## config.mk

```make
export PLATFORM = sky130hd
export DESIGN_NAME = coreSequencer
export DESIGN_NICKNAME = d
export VERILOG_FILES = /design/src/logic/cpuPkg.sv /design/src/logic/insnDecode.sv /design/src/logic/regFile.sv /design/src/logic/aluExec.sv /design/src/logic/coreSequencer.sv
export SDC_FILE = /design/constraint.sdc
export NUM_CORES = 2
export LEC_CHECK = 0
export ABC_AREA = 0
export BUFFER_PORTS_ARGS = -buffer_cell sky130_fd_sc_hd__buf_4
export CORE_MARGIN = 2
export CORE_UTILIZATION = 30
export CTS_CLUSTER_DIAMETER = 80
export CTS_CLUSTER_SIZE = 20
export DETAILED_ROUTE_END_ITERATION = 10
export SLEW_MARGIN = 20
export SYNTH_ARGS = -nofsm -noshare
export SYNTH_HDL_FRONTEND = slang
export SYNTH_HIERARCHICAL = 1
export SYNTH_SLANG_ARGS = --single-unit
```

## constraint.sdc

```tcl
create_clock -name clk -period 24.3 [get_ports clk]
set_input_delay 1.215 -clock clk [delete_from_list [all_inputs] [get_ports clk]]
set_output_delay 1.215 -clock clk [all_outputs]
set_load 0.005 [all_outputs]
```

## src/logic/cpuPkg.sv

```systemverilog
`default_nettype none

package cpuPkg;

    typedef logic [31:0] word_t;
    typedef logic [3:0]  regIndex_t;

    typedef enum logic [3:0] {
        aluOr     = 4'h0,
        aluAnd    = 4'h1,
        aluAdd    = 4'h2,
        aluMul    = 4'h3,
        aluRsv4   = 4'h4,
        aluShl    = 4'h5,
        aluLt     = 4'h6, // Comparisons give all ones when true
        aluEq     = 4'h7,
        aluGt     = 4'h8,
        aluAndNot = 4'h9,
        aluXor    = 4'ha,
        aluSub    = 4'hb,
        aluXnor   = 4'hc,
        aluShr    = 4'hd,
        aluNe     = 4'he,
        aluRsv15  = 4'hf
    } aluOp_e;

    typedef struct packed {
        logic      immType;  // Swap Y and immediate
        logic      storing;
        logic      derefRhs; // Right-hand side goes through memory
        regIndex_t z;
        regIndex_t x;
        regIndex_t y;
        aluOp_e    op;
        word_t     imm;      // Sign-extended from 12 bits
        logic      illegal;
        logic      branch;   // Writes the program counter
    } decodedInsn_t;

    typedef struct packed {
        word_t addr;
        word_t wdata;
        logic  strobe;
        logic  write;
    } memReq_t;

    localparam word_t insnNoop           = 32'h0000_0000; // r0 = r0 | r0, write dropped
    localparam word_t insnIllegal        = 32'hffff_ffff;
    localparam word_t resetVectorDefault = 32'h0000_0000;

endpackage

`default_nettype wire

```

## src/logic/insnDecode.sv

```systemverilog
`timescale 1ns/1ps
`default_nettype none

module insnDecode (
    input  cpuPkg::word_t        insn,
    output cpuPkg::decodedInsn_t dec
);
    import cpuPkg::*;

    regIndex_t zField;

    assign zField = insn[27:24];

    always_comb begin
        dec.immType  = insn[30];
        dec.storing  = insn[29];
        dec.derefRhs = insn[28];
        dec.z        = zField;
        dec.x        = insn[23:20];
        dec.y        = insn[19:16];
        dec.op       = aluOp_e'(insn[15:12]);
        dec.imm      = {{20{insn[11]}}, insn[11:0]}; // Sign extend
        dec.illegal  = (insn == insnIllegal);
        dec.branch   = (zField == regIndex_t'(15)) && !insn[29]; // Only a store leaves pc alone
    end

endmodule

`default_nettype wire

```

## src/logic/regFile.sv

```systemverilog
`timescale 1ns/1ps
`default_nettype none

module regFile (
    input  logic             clk,
    input  logic             reset_n,
    input  logic             writeEn,
    input  cpuPkg::regIndex_t indexX,
    input  cpuPkg::regIndex_t indexY,
    input  cpuPkg::regIndex_t indexZ,
    input  cpuPkg::word_t     writeData,
    input  cpuPkg::word_t     nextPc,
    output cpuPkg::word_t     valueX,
    output cpuPkg::word_t     valueY,
    output cpuPkg::word_t     valueZ
);
    import cpuPkg::*;

    word_t regs [1:14]; // r0 and r15 are aliases, not storage
    logic  zIsStored;

    assign zIsStored = (indexZ != '0) && (indexZ != '1);

    assign valueX = (indexX == '0) ? '0 : (indexX == '1) ? nextPc : regs[indexX];
    assign valueY = (indexY == '0) ? '0 : (indexY == '1) ? nextPc : regs[indexY];
    assign valueZ = (indexZ == '0) ? '0 : (indexZ == '1) ? nextPc : regs[indexZ];

    always_ff @(posedge clk) begin
        if (!reset_n) begin
            for (int i = 1; i <= 14; i++) begin
                regs[i] <= '0;
            end
        end else if (writeEn && zIsStored) begin
            regs[indexZ] <= writeData; // Jumps through r15 are handled by the sequencer
        end
    end

endmodule

`default_nettype wire

```

## src/logic/aluExec.sv

```systemverilog
`timescale 1ns/1ps
`default_nettype none

module aluExec (
    input  logic           clk,
    input  logic           en,
    input  cpuPkg::aluOp_e op,
    input  cpuPkg::word_t  opX,
    input  cpuPkg::word_t  opY,
    input  cpuPkg::word_t  addend,
    output cpuPkg::word_t  result
);
    import cpuPkg::*;

    word_t      opResult;
    logic [4:0] shamt;

    assign shamt = opY[4:0];

    always_comb begin
        case (op)
            aluOr:     opResult = opX | opY;
            aluAnd:    opResult = opX & opY;
            aluAdd:    opResult = opX + opY;
            aluMul:    opResult = opX * opY;       // Low word of the product
            aluShl:    opResult = opX << shamt;
            aluLt:     opResult = {32{$signed(opX) < $signed(opY)}};
            aluEq:     opResult = {32{opX == opY}};
            aluGt:     opResult = {32{$signed(opX) > $signed(opY)}};
            aluAndNot: opResult = opX & ~opY;
            aluXor:    opResult = opX ^ opY;
            aluSub:    opResult = opX - opY;
            aluXnor:   opResult = ~(opX ^ opY);
            aluShr:    opResult = opX >> shamt;    // Logical
            aluNe:     opResult = {32{opX != opY}};
            default:   opResult = '0;              // Reserved codes
        endcase
    end

    always_ff @(posedge clk) begin
        if (en) begin
            result <= opResult + addend;
        end
    end

endmodule

`default_nettype wire

```

## src/logic/coreSequencer.sv

```systemverilog
`timescale 1ns/1ps
`default_nettype none

module coreSequencer #(
    parameter int unsigned   cyclesPerInsn = 8,
    parameter cpuPkg::word_t resetVector   = cpuPkg::resetVectorDefault
) (
    input  logic            clk,
    input  logic            reset_n,
    input  logic            en,
    output cpuPkg::memReq_t insnReq,
    input  cpuPkg::word_t   insnData,
    output cpuPkg::memReq_t dataReq,
    input  cpuPkg::word_t   dataRead,
    output logic            halted
);
    import cpuPkg::*;

    localparam int unsigned q         = cyclesPerInsn / 4;
    localparam int unsigned lastPhase = cyclesPerInsn - 1;

    logic [cyclesPerInsn-1:0] phase;  // One-hot ring
    logic                     started;
    logic                     active;
    logic                     fetchEvt, aluEn, loadEvt, storeEvt, wbEvt;
    logic                     loading;
    word_t                    pc, nextPc, pcNext, insn;
    word_t                    valueX, valueY, valueZ;
    word_t                    rightOp, addend, aluResult, wbValue;
    decodedInsn_t             dec;

    // The word is captured on the edge before phase 0, so it sits in insn for the
    // whole instruction and the ALU result is ready by phase q
    assign active   = en && started && !halted;
    assign fetchEvt = en && !halted && (!started || phase[lastPhase]);
    assign aluEn    = active && phase[q-1];
    assign loadEvt  = active && phase[q];
    assign storeEvt = active && phase[2*q];
    assign wbEvt    = active && phase[3*q];

    assign loading = dec.derefRhs && !dec.storing;
    assign nextPc  = pc + 32'd1;
    assign wbValue = dec.derefRhs ? dataRead : aluResult; // Loaded word held by the memory
    assign pcNext  = dec.branch ? wbValue : nextPc;
    assign rightOp = dec.immType ? dec.imm : valueY;
    assign addend  = dec.immType ? valueY : dec.imm;

    always_ff @(posedge clk) begin
        if (!reset_n) begin
            phase   <= {{(cyclesPerInsn-1){1'b0}}, 1'b1};
            started <= 1'b0;
            pc      <= resetVector;
            insn    <= insnNoop;
            halted  <= 1'b0;
        end else if (en) begin
            started <= 1'b1;
            if (active) phase <= {phase[cyclesPerInsn-2:0], phase[lastPhase]};
            if (fetchEvt) insn <= insnData;
            if (loadEvt && dec.illegal) halted <= 1'b1; // Sticky until reset
            if (storeEvt) pc <= pcNext;
        end
    end

    // Next address goes out early so the word is back before the last phase
    always_comb begin
        insnReq.addr   = storeEvt ? pcNext : pc;
        insnReq.wdata  = '0;
        insnReq.strobe = 1'b1;
        insnReq.write  = 1'b0;
    end

    always_comb begin
        dataReq.addr   = dec.derefRhs ? aluResult : valueZ;
        dataReq.wdata  = dec.derefRhs ? valueZ : aluResult;
        dataReq.strobe = (loadEvt && loading) || (storeEvt && dec.storing);
        dataReq.write  = storeEvt && dec.storing;
    end

    insnDecode i_decode (
        .insn (insn),
        .dec  (dec)
    );

    regFile i_regs (
        .clk       (clk),
        .reset_n   (reset_n),
        .writeEn   (wbEvt && !dec.storing),
        .indexX    (dec.x),
        .indexY    (dec.y),
        .indexZ    (dec.z),
        .writeData (wbValue),
        .nextPc    (nextPc),
        .valueX    (valueX),
        .valueY    (valueY),
        .valueZ    (valueZ)
    );

    aluExec i_alu (
        .clk    (clk),
        .en     (aluEn),
        .op     (dec.op),
        .opX    (valueX),
        .opY    (rightOp),
        .addend (addend),
        .result (aluResult)
    );

endmodule

`default_nettype wire

```

Word-level counts from Yosys, hierarchy flattened --
Memory sizes are Yosys's and may differ from the RTL's. A register that Yosys moved wholly into a read port is not among the register bits. Index checks and enable logic that the tools add are counted.
Cells by class: eq/ne operators 20, shift operators 2, reductions and logical operators 30, mux-type cells 27, add/sub/neg operators 4, bitwise gates (word level) 6, divide/modulo/power cells 0, multiply operators 1, $lt $le $gt $ge 2
Operator list (number):
- 2-to-1 mux 32 bit | 14
- one-hot mux 32 bit (14 select lines) | 1
- adder 32 bit | 2
- AND 32 bit | 2
- inverter 32 bit | 2
- == test 4 bit (second input constant) | 10
- adder 32 x 1 -> 32 bit (second input constant) | 1
- == test 32 bit | 1
- == test 32 bit (second input constant) | 1
- greater-than comparator 32 bit | 1
- < comparator 32 bit | 1
- multiplier 32 x 32 -> 32 bit | 1
- != test 32 bit | 1
- OR 32 bit | 1
- OR reduction 32 bit | 1
- << shifter 32 x 5 -> 32 bit | 1
- right shift 32 x 5 -> 32 bit | 1
- subtractor 32 bit | 1
- XOR 32 bit | 1
- 2-to-1 mux 4 bit | 7
- logical AND 1 bit | 16
- logical NOT 4 bit | 4
- == test 4 x 3 -> 1 bit (second input constant) | 3
- == test 4 x 2 -> 1 bit (second input constant) | 2
- 7 further kinds | 16
Word-level totals: bits in latches 0, memory bits (writable) 448, output and inout port bits 133, memories 1, input bits 67, word-level logic and storage cells 99, bits in read-only memories 0, bits in registers 106
Memory list:
- i_regs.regs | words 14, width 32, read ports 3, clocked after memory_dff 3, wr ports 14, RTL line regFile.sv:19 | word_t regs [1:14];

Logic depth before layout (Yosys ltp) --
depth after elaboration 10, mapped depth 49

Cells and area by module --
Netlist, hierarchy kept.
Modules (own cells, without submodules):
- regFile | cells an instance 2372, area each 30618.1 um^2, times used 1, seq. area each 14864.3 um^2
- aluExec | cells an instance 3322, area each 26115.0 um^2, times used 1, seq. area each 960.9 um^2
- coreSequencer | cells an instance 824, area each 6261.0 um^2, times used 1, seq. area each 1481.4 um^2
- insnDecode | cells an instance 63, area each 455.4 um^2, times used 1, seq. area each 0.0 um^2

Worst setup path after synthesis --
Ideal clock, no wire load.
path kind reg2reg, from reg insn[16], to reg i_alu.result[31], data pin, period minus slack after synthesis 10942 ps, arrival 10680 ps, stages on the path, launching flop included 43, setup time 262 ps, data required time 24038 ps, setup slack 13358 ps, cells stage by stage dfxtp_1 buf_4 buf_4 buf_2 mux4_2 nand2b_1 a31oi_1 mux2_2 clkbuf_1 inv_2 buf_1 clkbuf_1 buf_1 clkbuf_1 nor2_1 fa_1 fa_1 fa_1 (+7 left out) fa_1 fa_1 ha_1 o21ai_0 a31oi_1 o41ai_1 xnor2_1 a22oi_1 nand4_1 ha_1 nand2_1 or4_1 o21ai_0 a21oi_1 o21ai_0 a21oi_1 xnor2_1 xnor2_1
On the way: longest elaborated chain between the ends 8, elaborated cells on any way between the ends 23, those cells by class add/sub (3); mul (1); order compare (2); eq/ne (3); shift (2); mux (5); bitwise (6); reduce/logical (1)
RTL lines:
- start, declared | RTL line coreSequencer.sv:27 | word_t pc, nextPc, pcNext, insn;
- start signal, assigned | RTL line coreSequencer.sv:53 | insn <= insnNoop;
- start signal, assigned | RTL line coreSequencer.sv:58 | if (fetchEvt) insn <= insnData;
- == test 4 bit | RTL line regFile.sv:25 | assign valueY = (indexY == '0) ? '0 : (indexY == '1) ? nextPc : regs[indexY];
- 2-to-1 mux 32 bit | RTL line regFile.sv:25
- 2-to-1 mux 32 bit * | RTL line regFile.sv:25
- via valueY[2] | RTL line coreSequencer.sv:28 | word_t valueX, valueY, valueZ;
- 2-to-1 mux 32 bit * | RTL line coreSequencer.sv:45 | assign rightOp = dec.immType ? dec.imm : valueY;
- via rightOp[2] | RTL line coreSequencer.sv:29 | word_t rightOp, addend, aluResult, wbValue;
- branches (longest 2 deep; another with multiplier 32 x 32 -> 32 bit)
- one-hot mux 32 bit (14 select lines) * | RTL line aluExec.sv:21 | case (op)
- adder 32 bit * | RTL line aluExec.sv:42 | result <= opResult + addend;
- end signal, assigned | RTL line aluExec.sv:42
- end, declared | RTL line aluExec.sv:11 | output cpuPkg::word_t result
Mark *: on every way through the listed nets, which the timed path passes. A chain may end at the register's enable or synchronous reset.

Worst setup path in the final report --
Same ends and word-level chain as after synthesis.

==> summary.log <==
INFO  grt            grt.total_usage=25.77%
INFO  power          clock_power_share=16.0%
INFO  cts            cts_num_sinks=601
INFO  cts            hold_bufs_inserted_after_cts=0
INFO  cts            clk_transition_reported_paths=0.09ns
INFO  grt            antenna_found_initial=22
INFO  synthesis      synthDistinctLibCells=107
INFO  floorplanning  ioPinCount=200
INFO  worst_setup_path crit_arrival=14.44ns
INFO  synthesis      synthCells=6,581
INFO  place          detailedPlace.worstSlack=10.63ns
INFO  synthesis      synth-seq-cells=601
INFO  power          power.switching_fraction=46.00%
INFO  power          p_seq_share=28.4%
INFO  worst_setup_path worst_path_max_delay_cell=sky130_fd_sc_hd__clkinv_1
INFO  cts            cts.repair.resized=0
INFO  routing        drt.antenna.violating_nets=0
INFO  worst_setup_path worst_setup_path_start_kind=register
INFO  synthesis      ys_warn_count=6
INFO  cts            cts.root.buffer_cell=sky130_fd_sc_hd__clkbuf_16
INFO  power          power_report.internal_total=2.294mW
INFO  place          gp_congestion=1.041
INFO  routing        drtPass1Iterations=6
INFO  timing         final-setup-viol-count=0
INFO  timing         layout_setup_ws=10.22ns
INFO  floorplanning  die_h=463.9um
INFO  timing         hold_violations=0
INFO  timing         tns=0ns
INFO  timing         post_route_worst_hold_slack=0.4652ns
INFO  grt            overflow=0
INFO  power          leakage=26.63nW
INFO  cts            cts_setup_buffers=0
INFO  hold_path      hold_class=reg2reg
INFO  routing        wirelength=285,900um
INFO  timing         finalCriticalPeriod=14.08ns
INFO  synthesis      netlist.top_cell.by_area=sky130_fd_sc_hd__edfxtp_1
INFO  worst_setup_path setup.worst_path.class=reg2reg
INFO  synthesis      synth_flop_cell=sky130_fd_sc_hd__edfxtp_1
INFO  synthesis      synth.yosys.seq_area_share=27.28%
INFO  place          placed_cells_incl_taps=9,182
INFO  final_layout   fin_nets=7,145
INFO  worst_setup_path critPathCaptureType=register
INFO  worst_setup_path timing.critical_path.required=24.65ns
INFO  timing         timing.max_slew.rel_slack=14.22%
INFO  timing         clock_skew=0.01677ns
INFO  routing        num_vias=55,335
INFO  place          hpwl_after_dpl=202,400um
INFO  power          power.density=62.09nW/um^2
INFO  cts            cts-buffers-inserted=37
INFO  power          combPwrFrac=55.6%
INFO  floorplanning  die_width=463.9um
INFO  synthesis      synth-edff-count=527
INFO  routing        residual_drc_count=0
INFO  synthesis      synth_area_leaders=sky130_fd_sc_hd__edfxtp_1 (25%), sky130_fd_sc_hd__fa_1 (13%), sky130_fd_sc_hd__mux4_2 (7.6%)
INFO  cts            tritoncts=yes
INFO  worst_setup_path critical_path.most_common_cell=sky130_fd_sc_hd__fa_1
INFO  place          placement.cell_area=67,280um^2
INFO  routing        detail_route.vias_per_cell=5.975
INFO  synthesis      synth_top_cell_area_share=24.94%
INFO  routing        wl_per_cell=30.87um
INFO  floorplanning  initial_utilization=30.22%
INFO  cts            insertion_delay=0.62ns
INFO  floorplanning  die_footprint=215,200um^2
INFO  run            cap_viol_max_count=0
INFO  synthesis      synth_most_common_cell=sky130_fd_sc_hd__nand2_1
INFO  worst_setup_path critPathMaxStageDelay=0.77ns
INFO  timing         fmax=71.01MHz
INFO  grt            grt_pass1_vias=55,238
INFO  worst_setup_path critical_path_fanout_max=37
INFO  cts            h_tree_lvls=2
INFO  outcome        status=finished clean
INFO  final_layout   final-instance-count-excl-fill=9,261
INFO  synthesis      mappedNetlistArea=63,450um^2
INFO  floorplanning  design.core.area=210,000um^2
INFO  timing         worstMarginPinSlew=1.282ns
INFO  timing         maxSlewViolCount=0
INFO  floorplanning  rows=168
INFO  synthesis      average_size_of_a_mapped_cell=9.641um^2
INFO  power          power_spent_charging_and_discharging_nets=1.954mW
INFO  routing        drtIter0Drc=6,625
INFO  timing         rsz0062_at_grt=no
INFO  final_layout   final_design_area_no_fill=68,430um^2
INFO  cts            ctsLongestPathBuffers=3
INFO  timing         final.period_utilization=57.96%
INFO  grt            grt_max_degree=88
INFO  power          vdd_drop_max=0.00005578V
INFO  final_layout   final_layout_size_suffix_gt1_share=14.83%
INFO  place          placement.io_buffers=165
INFO  synthesis      post_synth_most_frequent_cells=sky130_fd_sc_hd__nand2_1 (605), sky130_fd_sc_hd__inv_1 (530), sky130_fd_sc_hd__edfxtp_1 (527)
INFO  synthesis      async_flop_share=0%
INFO  grt            grt_pass1_wl=404,300um
INFO  final_layout   syn2layout_area_growth=7.850%
-- logic make-up (layout without fill, tap and decap cells) --
logic type	after synthesis	in the layout	share of synthesized area, %
buffers and inverters	1176	956	7.990
adder cells (fa/ha/maj)	662	662	17.92
flip-flops	601	601	27.28
multiplexers	595	595	14.27
other	3	98	0.01775
AO/OA/AOI/OAI	1317	1317	14.15
AND/OR/NAND/NOR	2042	2042	15.82
XOR/XNOR	185	185	2.554
-- layer usage --
metal | vias up | track usage, % | part of all wire (%)
li1 | 22746 | - | -
met1 | 27518 | 30.50 | 35
met2 | 3989 | 40.68 | 45
met3 | 1068 | 6.144 | 11
met4 | 14 | 19.08 | 8.7
met5 | - | 0 | 0.032
-- power groups by stage --
stage	clock (mW)	sequential (mW)	combinational, mW
finish	0.678	1.21	2.36
global route	0.705	1.21	2.53
CTS	0.678	1.21	2.30
detailed placement	0	1.23	2.27
global placement	0	1.23	2.26
floorplan	0	1.21	1.49
-- worst max-delay path: cells and delay by family, from the launching register on --
family	cells	cell delay, ns
AND/OR/NAND/NOR	6	2.15
buffers and inverters	6	2.30
XOR/XNOR	3	0.48
multiplexers	1	0.66
adder cells (fa/ha/maj)	10	3.99
AO/OA/AOI/OAI	12	3.57
flip-flops	1	0.60
-- state kept, by name (all words and copies together), names as in the netlist --
name / flops
i_regs/regs: 495
phase: 8
i_alu/result: 32
started: 1
insn: 32
pc: 32
halted: 1
-- per-stage QoR --
| step | total power [mW] | utilization, % |
|---|---|---|
| final | 4.249 | 32.59 |
| after global routing | 4.447 | 32.57 |
| after detailed placement | 3.498 | 32.04 |
| after floorplan | 2.700 | - |
| after global placement | 3.488 | 32.03 |
| after CTS | 4.181 | 32.56 |
-- layout by cell type (no fill, tap or decap), drive strengths merged, types with 19 or more instances in the layout --
cell,n
a31oi,58
mux2,208
nand4,36
nor2b,44
a22oi,48
o22ai,73
nor4,24
and2,477
o211ai,34
nor2,500
edfxtp,527
nand3,75
buf,346
inv,541
mux2i,163
xor2,67
nor3,56
a221oi,41
nand2,605
o21bai,19
mux4,224
or2,20
clkbuf,54
o21ai,294
a21oi,289
o221ai,101
a211oi,54
dfxtp,74
fa,411
a221o,61
a21o,40
conb,81
nand2b,115
ha,251
and3,27
xnor2,118
-- area by class of cell --
cell class	instances	area, um^2
Antenna cell	17	42.54
Clock buffer	54	1032
Multi-Input combinational cell	4882	41760
Clock inverter	8	58.81
Inverter	548	2057
Timing Repair Buffer	346	2623
Tap cell	2805	3510
Sequential cell	601	17350
Fill cell	21436	141600
-- path summary, 6_finish.rpt --
kind,start,end,slack (ns),cells past startpoint
max,insn[16],i_alu/result[31],10.22,38
min,phase[5],phase[6],0.47,2
max reg2reg,insn[16],i_alu/result[31],10.22,38
min reg2reg,phase[5],phase[6],0.47,2
Note: power is estimated with default switching activity, not from simulation.
